==> config.mk <==
export PLATFORM = sky130hd
export DESIGN_NAME = bank_rtn
export DESIGN_NICKNAME = d
export VERILOG_FILES = /design/src/bank_req_pkg.sv /design/src/bank_mem_pkg.sv /design/src/bank_rtn.sv
export VERILOG_INCLUDE_DIRS = /design/src
export SDC_FILE = /design/constraint.sdc
export NUM_CORES = 1
export LEC_CHECK = 0
export BUFFER_PORTS_ARGS = -buffer_cell sky130_fd_sc_hd__clkbuf_2
export CAP_MARGIN = 40
export CORE_MARGIN = 1.5
export CORE_UTILIZATION = 56
export DETAILED_ROUTE_END_ITERATION = 7
export GPL_TIMING_DRIVEN = 1
export PLACE_DENSITY = 0.89
export REMOVE_ABC_BUFFERS = 1
export SKIP_LAST_GASP = 1
export SYNTH_ARGS = -nofsm -noshare
export SYNTH_HDL_FRONTEND = slang
export SYNTH_SLANG_ARGS = --single-unit
==> constraint.sdc <==
create_clock -name clk_i -period 20.3 [get_ports clk_i]
set_input_delay 2.03 -clock clk_i [delete_from_list [all_inputs] [get_ports clk_i]]
set_output_delay 2.03 -clock clk_i [all_outputs]
set_load 0.05 [all_outputs]
==> src/bank_macros.svh <==
`ifndef BANK_MACROS_SVH
`define BANK_MACROS_SVH

// Geometry of one cache bank.
// The set index is taken from the low bits of the line address.
`define BANK_SETS 64

// Two ways per set, so one LRU bit per set is enough.
`define BANK_WAYS 2

// Line-sized entries in the write buffer.
// Loaded from outside and read by the SRAM controller on a linefill.
`define BANK_WBUF_ENTRIES 16

// Responses held between the SRAM controller and the crossbar.
`define BANK_RTN_DEPTH 2

`endif

==> src/bank_req_pkg.sv <==
`default_nettype none

`include "bank_macros.svh"

package bank_req_pkg;

  // Requester channel on the crossbar.
  typedef logic [1:0] ch_id_t;

  typedef enum logic [1:0] {
    OP_READ  = 2'd0,
    OP_WRITE = 2'd1
  } bank_op_e;

  // Bits 31 to 4 of the byte address.
  typedef logic [27:0] line_addr_t;

  // Line address without the set index bits.
  typedef logic [$bits(line_addr_t)-$clog2(`BANK_SETS)-1:0] tag_t;

  typedef logic [$clog2(`BANK_WBUF_ENTRIES)-1:0] wbuf_id_t;

  typedef struct packed {
    ch_id_t     ch_id;
    bank_op_e   opcode;
    line_addr_t addr;
    wbuf_id_t   wbuf_id;
  } xbar_req_t;

  // Hit test result with the set/way index laid out as {set, way}.
  typedef struct packed {
    ch_id_t                                              ch_id;
    bank_op_e                                            opcode;
    logic                                                hit;
    logic [$clog2(`BANK_SETS)+$clog2(`BANK_WAYS)-1:0] set_way;
    wbuf_id_t                                            wbuf_id;
  } htu_sc_t;

endpackage

`default_nettype wire

==> src/bank_mem_pkg.sv <==
`default_nettype none

`include "bank_macros.svh"

package bank_mem_pkg;

  typedef logic [127:0] line_data_t;

  typedef logic [$clog2(`BANK_SETS)-1:0] set_t;
  typedef logic [$clog2(`BANK_WAYS)-1:0] way_t;

  // Data array index with the set in the upper bits.
  typedef struct packed {
    set_t set;
    way_t way;
  } set_way_t;

  typedef enum logic [2:0] {
    SC_IDLE,
    SC_READ,
    SC_WBUF_REQ,
    SC_WBUF_WAIT,
    SC_RESP
  } sc_state_e;

  typedef struct packed {
    bank_req_pkg::ch_id_t   ch_id;
    bank_req_pkg::bank_op_e opcode;
    logic                   hit;
    line_data_t             data;
  } bank_rsp_t;

endpackage

`default_nettype wire

==> src/bank_rtn.sv <==
`timescale 1ns/10ps
`default_nettype none

`include "bank_macros.svh"

module bank_rtn (
  input  wire                          clk_i,
  input  wire                          rst_i,
  input  wire                          sc_rtn_valid_i,
  output logic                         sc_rtn_ready_o,
  input  wire bank_mem_pkg::bank_rsp_t sc_rtn_i,
  output logic                         rsp_valid_o,
  input  wire                          rsp_ready_i,
  output bank_mem_pkg::bank_rsp_t      rsp_o
);

  import bank_mem_pkg::*;

  localparam int DEPTH = `BANK_RTN_DEPTH;
  localparam int PTR_W = (DEPTH > 1) ? $clog2(DEPTH) : 1;
  localparam int CNT_W = $clog2(DEPTH + 1);

  bank_rsp_t        slot_q [DEPTH];
  logic [PTR_W-1:0] wr_ptr_q;
  logic [PTR_W-1:0] rd_ptr_q;
  logic [CNT_W-1:0] count_q;
  logic             push;
  logic             pop;

  function automatic logic [PTR_W-1:0] ptr_next(input logic [PTR_W-1:0] ptr);
    ptr_next = (ptr == PTR_W'(DEPTH - 1)) ? '0 : ptr + 1'b1;
  endfunction

  // Full queue stalls the controller, the crossbar ready is not passed back.
  assign sc_rtn_ready_o = (count_q != CNT_W'(DEPTH));
  assign rsp_valid_o    = (count_q != '0);
  assign rsp_o          = slot_q[rd_ptr_q];
  assign push           = sc_rtn_valid_i && sc_rtn_ready_o;
  assign pop            = rsp_valid_o && rsp_ready_i;

  always_ff @(posedge clk_i or posedge rst_i) begin
    if (rst_i) begin
      wr_ptr_q <= '0;
      rd_ptr_q <= '0;
      count_q  <= '0;
    end else begin
      if (push) begin
        wr_ptr_q <= ptr_next(wr_ptr_q);
      end
      if (pop) begin
        rd_ptr_q <= ptr_next(rd_ptr_q);
      end
      case ({push, pop})
        2'b10:   count_q <= count_q + 1'b1;
        2'b01:   count_q <= count_q - 1'b1;
        default: count_q <= count_q;
      endcase
    end
  end

  always_ff @(posedge clk_i) begin
    if (push) begin
      slot_q[wr_ptr_q] <= sc_rtn_i;
    end
  end

  a_no_overflow: assert property (@(posedge clk_i) disable iff (rst_i)
    count_q <= CNT_W'(DEPTH));

endmodule

`default_nettype wire

Yosys cells after proc, flatten, opt, wreduce, memory -nomap -nowiden
Memory sizes are Yosys's and may differ from the RTL's.
Index checks and enable logic that the tools add are counted.
W data, S select, Z words.
- bits in writable memories: 266
- input port bits: 137
- bits in registers: 4
- memories kept: 1
- output and inout bits: 135
- logic and storage cells: 20
- memories (name ; words ; bits a word ; rd ports ; clocked after memory_dff ; write ports ; RTL line ; RTL):
    slot_q ; 2 ; 133 ; 1 ; 0 ; 1 ; bank_rtn.sv:23 ; bank_rsp_t slot_q [DEPTH];
- equal/unequal tests: 3
- muxes and demuxes: 5
- add/subtract/negate cells: 4
- reduce and logical (&&, ||, !) cells: 4
- operators by type and width (cell ; number):
    $mux W1 ; 4
    $pmux W2 S2 ; 1
    $reduce_bool A2 Y1 ; 2
    $add A1 B1 Y1 const B ; 2
    $add A2 B1 Y2 const B ; 1
    $eq A2 B1 Y1 const B ; 1
    $eq A2 B2 Y1 const B ; 1
    $logic_and A1 B1 Y1 ; 2
    $ne A2 B2 Y1 const B ; 1
    $sub A2 B1 Y2 const B ; 1

Logic depth before layout (Yosys ltp)
Gate-level depths: netlist of the first run.
- word-level depth: 4
- gate-level depth with buffers: 6
- depth with buffers taken out: 6

Worst setup path before layout of the first run
No wires, ideal clock.
- path type: input-to-reg
- start point: input port sc_rtn_valid_i
- end point: memory slot_q[0][0] (netlist name) (enable)
- buffers on the path: 0
- data arrival time: 7.675 ns
- slack: 11.997 ns
- data required time: 19.672 ns
- stages: 2
- path through: nand2_1 -> nor2_1
- longest elaborated chain between the ends: 3
- RTL lines (element ; RTL line ; RTL):
    start, declared ; bank_rtn.sv:9 ; input wire sc_rtn_valid_i,
    $logic_and A1 B1 Y1 ; bank_rtn.sv:38 ; assign push = sc_rtn_valid_i && sc_rtn_ready_o;
    $mux W1 ; bank_rtn.sv:62 ; if (push) begin
    $mux W1 (implied by the code) ; bank_rtn.sv:63 ; slot_q[wr_ptr_q] <= sc_rtn_i;
    end, declared ; bank_rtn.sv:23 ;
No other way between the ends.

==> flow_summary.toml, run 1 <==
[run_status]
status = "finished clean"

[sta]
slew_viol_final = 0
fin_crit_ns = 4.603
tightest_slew_ns = 0.9410
hold_viol = 0
slew_headroom_pct = 37.27
max_freq_mhz = 217.3
setup_slack_ns = 15.70
rsz0062_at_grt = "false"
finalSetupTns_ns = 0
setup_viol = 0
hold-worst-slack_ns = 0.5144
fin_crit_sh_pct = 22.67
fin_skew_ns = 0.007105

[place]
hpwl_mm = 12.76
dp_cells = 921
place_ws_ns = 16.23
gp_congestion = 0.7769
io_buffers = 271

[logic_synthesis]
yosysWarnings = 0
syn_inst = 432
avgSynthCellArea_sq_um = 23.22
yosys.area_share.simple_pct = 0.3617
ys_types = 16
synth_xor_area_share_pct = 0.4365
synth_mux_area_share_pct = 17.17
synth-seq-cells = 270
yosysTopAreaCell = "edfxtp_1"
ys_seq_area_share_pct = 80.62
synth_compound_area_share_pct = 0
synthesis.area_sq_um = 10030
yosys.area_share.adder_pct = 0.1247
synth_top_area_share_pct = 79.62
synth_area_leaders = "edfxtp_1 (80%), mux2_4 (9.0%), mux2_2 (8.2%)"
synth_top_family_by_area = "multiplexers"

[clocking]
ctsHoldBuffers = 0
clk_latency_ns = 0.51
cts-buffers-inserted = 26
cts_tree = "done"
post-cts-setup-buffers = 0
numClockSinks = 270
clk_pin_slew_ns = 0.06
cts-root-buf = "clkbuf_16"
htreeDepth = 1
cts.path.max_buffers = 3
cts-resized-gates = 0

[finish]
final_common_cell = "clkbuf_2"
final_cell_mix = "clkbuf_2 (271), edfxtp_1 (266), mux2_2 (73), mux2_4 (60), clkbuf_16 (27)"
num_antenna_cells = 0
final_net_count = 862
finalNonFillerCells = 968
drive_gt1_share_pct = 60.57
area_growth_pct = 24.51

[power]
power_mw = 2.187
p_leak_nw = 4.927
ir_drop_uv = 150.6
p_per_area_nw_per_um2 = 175.1

[grt]
grt_max_degree = 63
grt-ovfl-total = 0
grt_pass1_wl_mm = 27.14
track_usage_pct = 19.13
antenna_found_initial = 0
grt_pass1_vias = 5335

[floorplanning]
start_util_pct = 57.60
io_pins = 272
coreArea_sq_um = 17420
die_x_microns = 136.8
die_h_microns = 136.8
rows = 48
dieArea_sq_um = 18730

[hold_path]
hold_depth = 1
hp-class = "flip-flop to flip-flop"

[drt]
drc = 0
routed_via_density = 5.200
vias = 5034
wl_mm = 18.83
routedWlPerCell_microns = 19.45
ant_nets = 0
drt-initial-drc-count = 224
first_pass_iters = 4

[critical_path]
cp_data_arrival_time_ns = 2.57
cp_data_required_time_ns = 18.27
cp-start-kind = "flip-flop"
r2r.worst_path.cells = 4
critPathKind = "flip-flop to primary output"
cp_max_fo = 60
end_kind = "primary output"

[run]
drv_cap = 0
[sequential cells by signal (all words and copies together) (netlist names)]
signal    count
rd_ptr_q      1
count_q       2
wr_ptr_q      1
slot_q      266
[metal layers]
| layer | vias to the layer above | wire length, microns | global-route usage [%] |
|---|---|---|---|
| met5 | - | 0 | 0 |
| li1 | 2299 | - | - |
| met3 | 33 | 1562 | 5.630 |
| met4 | 0 | 387 | 5.497 |
| met1 | 2494 | 6936 | 21.96 |
| met2 | 208 | 9943 | 34.70 |
[logic make-up after synthesis]
family                     after synthesis
muxes                                  133
DFF                                    270
xor gates and xnor gates                 5
and+or+nand+nor                          7
adders and majority gates                1
buffers and inverters                   16
[critical path, cell delays in order (launching register included)]
cell	delay [ns]
dfrtp_4	0.57
buf_4	0.75
mux2_2	0.42
clkbuf_2	0.24
[cell usage after synthesis]
master,count
nand2_1,1
buf_2,7
and3_1,1
mux2_4,60
and2_1,1
dfrtp_1,4
xor2_1,2
nand2b_1,1
nor2_1,2
or2_2,1
ha_1,1
buf_6,8
inv_1,1
mux2_2,73
edfxtp_1,266
xnor2_1,3
[area by class of cell]
cell class / count / area [sq um]
fillers: 1067 / 4926
repair buffers: 279 / 1476
well taps: 225 / 281.5
inverters: 1 / 3.754
multi-input cells: 146 / 1828
clock buffers: 35 / 705.7
flip-flops and latches: 270 / 8092
clock inverters: 12 / 103.9
[metrics by stage]
| stage | utilization [%] | cell area (sq um) |
|---|---|---|
| 2_1_floorplan | - | 9907 |
| 3_3_place_gp | 66.59 | 11600 |
| 3_5_place_dp | 67.07 | 11680 |
| 4_1_cts | 71.72 | 12490 |
| 5_1_grt | 71.72 | 12490 |
| 6_report | 71.72 | 12490 |
[power breakdown]
part,switching (mW),total (mW),internal (mW)
Clock,0.187,0.454,0.268
Sequential,0.0392,0.802,0.763
Combinational,0.660,0.930,0.270
[path summary, 6_finish.rpt]
kind / to / start / slack (ns)
setup / recovery: rsp_o[9] / rd_ptr_q$_DFFE_PP0P_ / 15.70
hold / removal: count_q[1]$_DFFE_PP0P_ / count_q[1]$_DFFE_PP0P_ / 0.51
setup reg to reg: slot_q[1][60]$_DFFE_PP_ / count_q[0]$_DFFE_PP0P_ / 17.75
hold reg to reg: count_q[1]$_DFFE_PP0P_ / count_q[1]$_DFFE_PP0P_ / 0.51
max in group asynchronous: rd_ptr_q$_DFFE_PP0P_ / rst_i / 18.72
min in group asynchronous: count_q[1]$_DFFE_PP0P_ / rst_i / 1.39
Note: power is estimated with default switching activity, not from simulation.
==> run 2: changes to the inputs <==
- ABC_AREA: unset -> 1
- CORE_UTILIZATION: 56 -> 47
- PLACE_DENSITY: 0.89 -> 0.8
- clock period: 20.3 -> 4.2 ns (I/O delays scaled with it)
==> flow_summary.toml, run 2 <==
[logic_synthesis]
ys_seq_area_share_pct = 78.14
synthArstFlopShare_pct = 1.481
ys_types = 18
yosysWarnings = 0
synth.most_common_cell = "edfxtp_1"
synth_top_area_share_pct = 77.18
synth_ff_type = "edfxtp_1"
synthTopCellsByCount = "edfxtp_1 (266), nand2_1 (145), inv_1 (141), o21ai_1 (51), o21ai_2 (50)"
synth-seq-cells = 270
yosysTopAreaCell = "edfxtp_1"
syn_inst = 726
synth-edff-count = 266
synthesis.area_sq_um = 10350
synth_area_leaders = "edfxtp_1 (77%), nand2_1 (5.3%), inv_1 (5.1%)"
avgSynthCellArea_sq_um = 14.26

[critical_path]
cp-start-kind = "flip-flop"
cp_data_arrival_time_ns = 2.49
r2r_setup_slack_ns = 1.98
r2r.worst_path.cells = 5
critPathKind = "flip-flop to primary output"
cp_max_fo = 86
crit_chain = "buf_12 -> nand2_1 -> o21ai_2 -> clkbuf_2"
cp_data_required_time_ns = 3.78
critPathSlowestCell = "dfrtp_4"
end_kind = "primary output"
reg2reg_from = "count_q[0]$_DFFE_PP0P_"
max_stage_delay_ns = 0.97
path_delay_family = "flip-flops"
worstPathBufferInverterCount = 2
r2r_end = "slot_q[0][52]$_DFFE_PP_"
worst-path-stages = 4

[hold_path]
hold_start = "sc_rtn_i[46]"
hp-class = "input pin to flip-flop"
hold_depth = 1
min_to = "slot_q[0][46]$_DFFE_PP_"

[drt]
routedWlPerCell_microns = 15.10
vias = 6213
wl_mm = 19.77
drt-initial-drc-count = 413
drc = 0
ant_nets = 0
routed_via_density = 4.746
first_pass_iters = 5

[finish]
final_net_count = 1144
stdcell_area_sq_um = 12750
largest_reg_flops = 266
top_register = "slot_q"
final_common_cell = "clkbuf_2"
finalNonFillerCells = 1309
final_cell_mix = "clkbuf_2 (271), edfxtp_1 (266), nand2_1 (145), inv_1 (140), o21ai_1 (51)"
reg.largest.list = "slot_q x266, count_q x2"
area_growth_pct = 23.23
drive_gt1_share_pct = 35.99

[run_status]
status = "finished clean"

[sta]
tightest_slew_ns = 0.8590
fin_skew_ns = 0.01137
max_freq_mhz = 343.7
slew_headroom_pct = 42.73
slew_viol_final = 0
hold_viol = 0
fin_crit_sh_pct = 69.27
setup_viol = 0
rsz0062_at_grt = "false"
fin_crit_ns = 2.909
setup_slack_ns = 1.291

[power]
ir_drop_uv = 556.2
p_leak_nw = 5.443
p_per_area_nw_per_um2 = 854.8

[place]
gp_congestion = 0.7582
dp_cells = 1255
placed_area_sq_um = 11880
place_ws_ns = 1.809
hpwl_mm = 13.32
io_buffers = 271

[grt]
track_usage_pct = 16.62
antenna_found_initial = 1
grt_pass1_wl_mm = 29.52
grt_max_degree = 87
grt_pass1_vias = 6009
grt-ovfl-total = 0

[clocking]
cts_tree = "done"
cts-root-buf = "clkbuf_16"
cts.path.max_buffers = 3
post-cts-setup-buffers = 0
numClockSinks = 270
clk_pin_slew_ns = 0.06
clk_latency_ns = 0.52
cts-buffers-inserted = 28
htreeDepth = 1

[floorplanning]
start_util_pct = 47.72
rows = 54
coreArea_sq_um = 21690
die_h_microns = 151.4
dieArea_sq_um = 22920
io_pins = 272
die_x_microns = 151.4

[run]
drv_cap = 0
-- run 2: logic make-up (layout without fill, tap and decap cells) --
logic type | after synthesis | in the layout | synth area share (%)
DFF | 270 | 270 | 78.14
and+or+nand+nor | 150 | 150 | 5.525
xor gates and xnor gates | 1 | 1 | 0.08464
AOI/OAI and AO/OA | 133 | 133 | 8.245
adders and majority gates | 1 | 1 | 0.1209
other | 0 | 1 | 0
buffers and inverters | 171 | 473 | 7.882
-- run 2: layout make-up --
| type | count | area, sq um |
|---|---|---|
| antenna | 1 | 2.502 |
| clock buffer | 41 | 810.8 |
| clock inverter | 11 | 47.55 |
| fill | 1690 | 8934 |
| inverter | 141 | 534.3 |
| multi-input combinational | 285 | 1454 |
| sequential | 270 | 8092 |
| tap | 280 | 350.3 |
| timing repair buffer | 280 | 1464 |
-- run 2: worst max-delay path by stage --
stage | start | endpoint | slack, ns
2_1_floorplan | rd_ptr_q$_DFFE_PP0P_ | rsp_o[0] | -3.33
5_1_grt | rd_ptr_q$_DFFE_PP0P_ | rsp_o[86] | 1.04
3_3_place_gp | rd_ptr_q$_DFFE_PP0P_ | rsp_o[86] | 1.82
4_1_cts | rd_ptr_q$_DFFE_PP0P_ | rsp_o[86] | 1.25
3_5_place_dp | rd_ptr_q$_DFFE_PP0P_ | rsp_o[86] | 1.81
6_report | rd_ptr_q$_DFFE_PP0P_ | rsp_o[43] | 1.29
-- run 2: timing repair --
item,4_1_cts,5_1_grt
hold buffers,1,0
resized for setup,0,0
hold endpoints to repair,4,0
-- run 2: power breakdown --
part | leakage, nW | total, mW | switching, mW | internal (mW)
Combinational | 2.50 | 4.70 | 3.78 | 0.921
Sequential | 2.52 | 3.93 | 0.249 | 3.68
Clock | 0.425 | 2.27 | 0.946 | 1.33
Total | 5.44 | 10.9 | 4.98 | 5.92
-- run 2: metal layers --
layer,GRT usage (%),share of wire (%),vias up
li1,-,-,3031
met1,19.62,37,2915
met2,28.66,51,219
met3,4.729,8.3,48
met4,6.505,3.2,0
met5,0,0,-
-- run 2: per-stage QoR --
step                      hold slack [ns]  total power [mW]  util [%]  setup TNS, ns
after CTS                         0.05391             11.03     58.80              0
after global placement             0.3001             8.638     54.79              0
final                             0.08381             10.90     58.81              0
after global routing              0.05813             11.44     58.81              0
after detailed placement           0.3087             8.741     54.79              0
after floorplan                    0.1861             7.484         -        -747.20
==> run 3: changes to the inputs <==
- CORE_UTILIZATION: 47 -> 53
- PLACE_DENSITY: 0.8 -> 0.85
- clock period: 4.2 -> 2.7 ns (I/O delays scaled with it)
==> flow_summary.toml, run 3 (same netlist as run 2, synthesis figures left out) <==
[critical_path]
cp_data_required_time_ns = 2.43
r2r_setup_slack_ns = 0.72
critPathSlowestCell = "dfrtp_4"
worst-path-stages = 4
startpoint = "rd_ptr_q$_DFFE_PP0P_"
cp_data_arrival_time_ns = 2.27
cp_max_fo = 60
path_delay_family = "flip-flops"
r2r.worst_path.cells = 5
setup.worst_path.end = "rsp_o[65]"
end_kind = "primary output"
crit_chain = "buf_12 -> nand2_1 -> o21ai_2 -> clkbuf_2"
max_stage_delay_ns = 0.78
r2r_end = "slot_q[1][5]$_DFFE_PP_"
cp-start-kind = "flip-flop"
worstPathBufferInverterCount = 2
reg2reg_from = "count_q[0]$_DFFE_PP0P_"
critPathKind = "flip-flop to primary output"

[power]
pwr-share-seq_pct = 34.7
p_leak_nw = 6.026
switching_share_pct = 46.02
p_sw_mw = 8.077
ir_drop_uv = 977.6
power_mw = 17.55
power.share.clock_pct = 20.6
share_comb_of_total_power_pct = 44.7
p_per_area_nw_per_um2 = 1241
internal-power_mw = 9.475

[finish]
drive_gt1_share_pct = 32.13
post-route-util_pct = 74.63
final_cell_mix = "clkbuf_2 (271), edfxtp_1 (266), nand2_1 (145), inv_1 (140), dlygate4sd3_1 (135)"
largest_reg_flops = 266
final_common_cell = "clkbuf_2"
top_register = "slot_q"
reg.largest.list = "slot_q x266, count_q x2"
final_net_count = 1281
area_growth_pct = 36.69

[floorplanning]
io_pins = 272
die_h_microns = 142.7
rows = 50
dieArea_sq_um = 20380
die_x_microns = 142.7
coreArea_sq_um = 18960
start_util_pct = 54.60

[sta]
rsz0062_at_grt = "false"
fin_crit_sh_pct = 94.13
slew_headroom_pct = 63.07
slew_viol_final = 0
max_freq_mhz = 393.5
fin_crit_ns = 2.542
tightest_slew_ns = 0.5540
hold-worst-slack_ns = 0.1299
setup_viol = 0
hold_viol = 0
fin_skew_ns = 0.01231

[hold_path]
hp-class = "input pin to flip-flop"

[clocking]
cts-root-buf = "clkbuf_16"
htreeDepth = 1
numClockSinks = 270
clk_latency_ns = 0.53
cts.path.max_buffers = 3
cts-buffers-inserted = 27
clk_pin_slew_ns = 0.06
cts_tree = "done"

[grt]
grt_pass1_wl_mm = 37.25
track_usage_pct = 23.86
antenna_found_initial = 1
grt-ovfl-total = 0
grt_pass1_vias = 7594
grt_max_degree = 77

[drt]
routedWlPerCell_microns = 17.33
ant_nets = 0
first_pass_iters = 5
routed_via_density = 5.005
drc = 0
wl_mm = 24.68
vias = 7127
drt-initial-drc-count = 401

[place]
hpwl_mm = 13.69
io_buffers = 271
gp_congestion = 0.7537

[run]
drv_cap = 0

[run_status]
status = "finished clean"
-- run 3: cell count changes in the layout (fill, tap and decap cells not counted), sizes merged --
cell	delta
inv	+2
bufinv	+2
dlygate4sd3	+134
clkinv	-6
clkinvlp	+1
clkbuf	-4
buf	+4
diode	+2
-- run 3: cell type report --
class,count,area (sq um)
diodes,3,7.507
clock buffers,37,743.2
clock inverters,10,106.4
fillers,1064,4808
inverters,141,534.3
multi-input cells,285,1454
flip-flops and latches,270,8092
well taps,260,325.3
repair buffers,418,2885
-- run 3: repair_timing --
item	4_1_cts	5_1_grt
buffers inserted	0	0
resized for setup	0	0
hold buffers	135	0
endpoints found under the hold margin	271	0
-- run 3: power groups by stage --
stage	Sequential [mW]	Clock (mW)	Combinational, mW
6_report	6.08	3.62	7.85
5_1_grt	6.15	3.83	8.29
4_1_cts	6.04	3.64	7.77
3_5_place_dp	6.12	0	7.58
3_3_place_gp	6.07	0	7.47
2_1_floorplan	6.32	0	3.95
-- run 3: how the worst min path moves through the flow --
stage | from | end | slack (ns) | cells after the start
after floorplan | rst_i | count_q[0]$_DFFE_PP0P_ | 0.04 | 1
after CTS | sc_rtn_valid_i | wr_ptr_q$_DFFE_PP0P_ | 0.09 | 4
after global placement | rst_i | rd_ptr_q$_DFFE_PP0P_ | 0.15 | 2
final | sc_rtn_valid_i | wr_ptr_q$_DFFE_PP0P_ | 0.13 | 3
after detailed placement | rst_i | count_q[0]$_DFFE_PP0P_ | 0.16 | 2
after global routing | sc_rtn_valid_i | wr_ptr_q$_DFFE_PP0P_ | 0.16 | 3
-- run 3: stage by stage --
stage | setup TNS (ns) | instance area [sq um] | std cells | setup WS (ns)
final | 0 | 14150 | 1424 | 0.1585
after global placement | 0 | 11940 | 1239 | 0.7519
after detailed placement | 0 | 11940 | 1239 | 0.7421
after CTS | 0 | 14140 | 1421 | 0.1607
after global routing | 0 | 14140 | 1421 | 0.04374
after floorplan | -1305.96 | 10060 | 696 | -4.682
-- run 3: worst register-to-register path, stage by stage (launching register included) --
cell and delay, ns:
dfrtp_1 0.39, inv_1 0.09, nand2_1 0.10, nand2_1 0.13
nor2_4 0.43, buf_4 0.48
-- run 3: per-layer routing --
metal | track usage (%) | wire [microns] | up-vias
li1 | - | - | 3312
met4 | 11.77 | 1016 | 0
met2 | 43.48 | 12790 | 371
met3 | 5.064 | 1841 | 90
met5 | 0 | 0 | -
met1 | 26.44 | 9038 | 3354
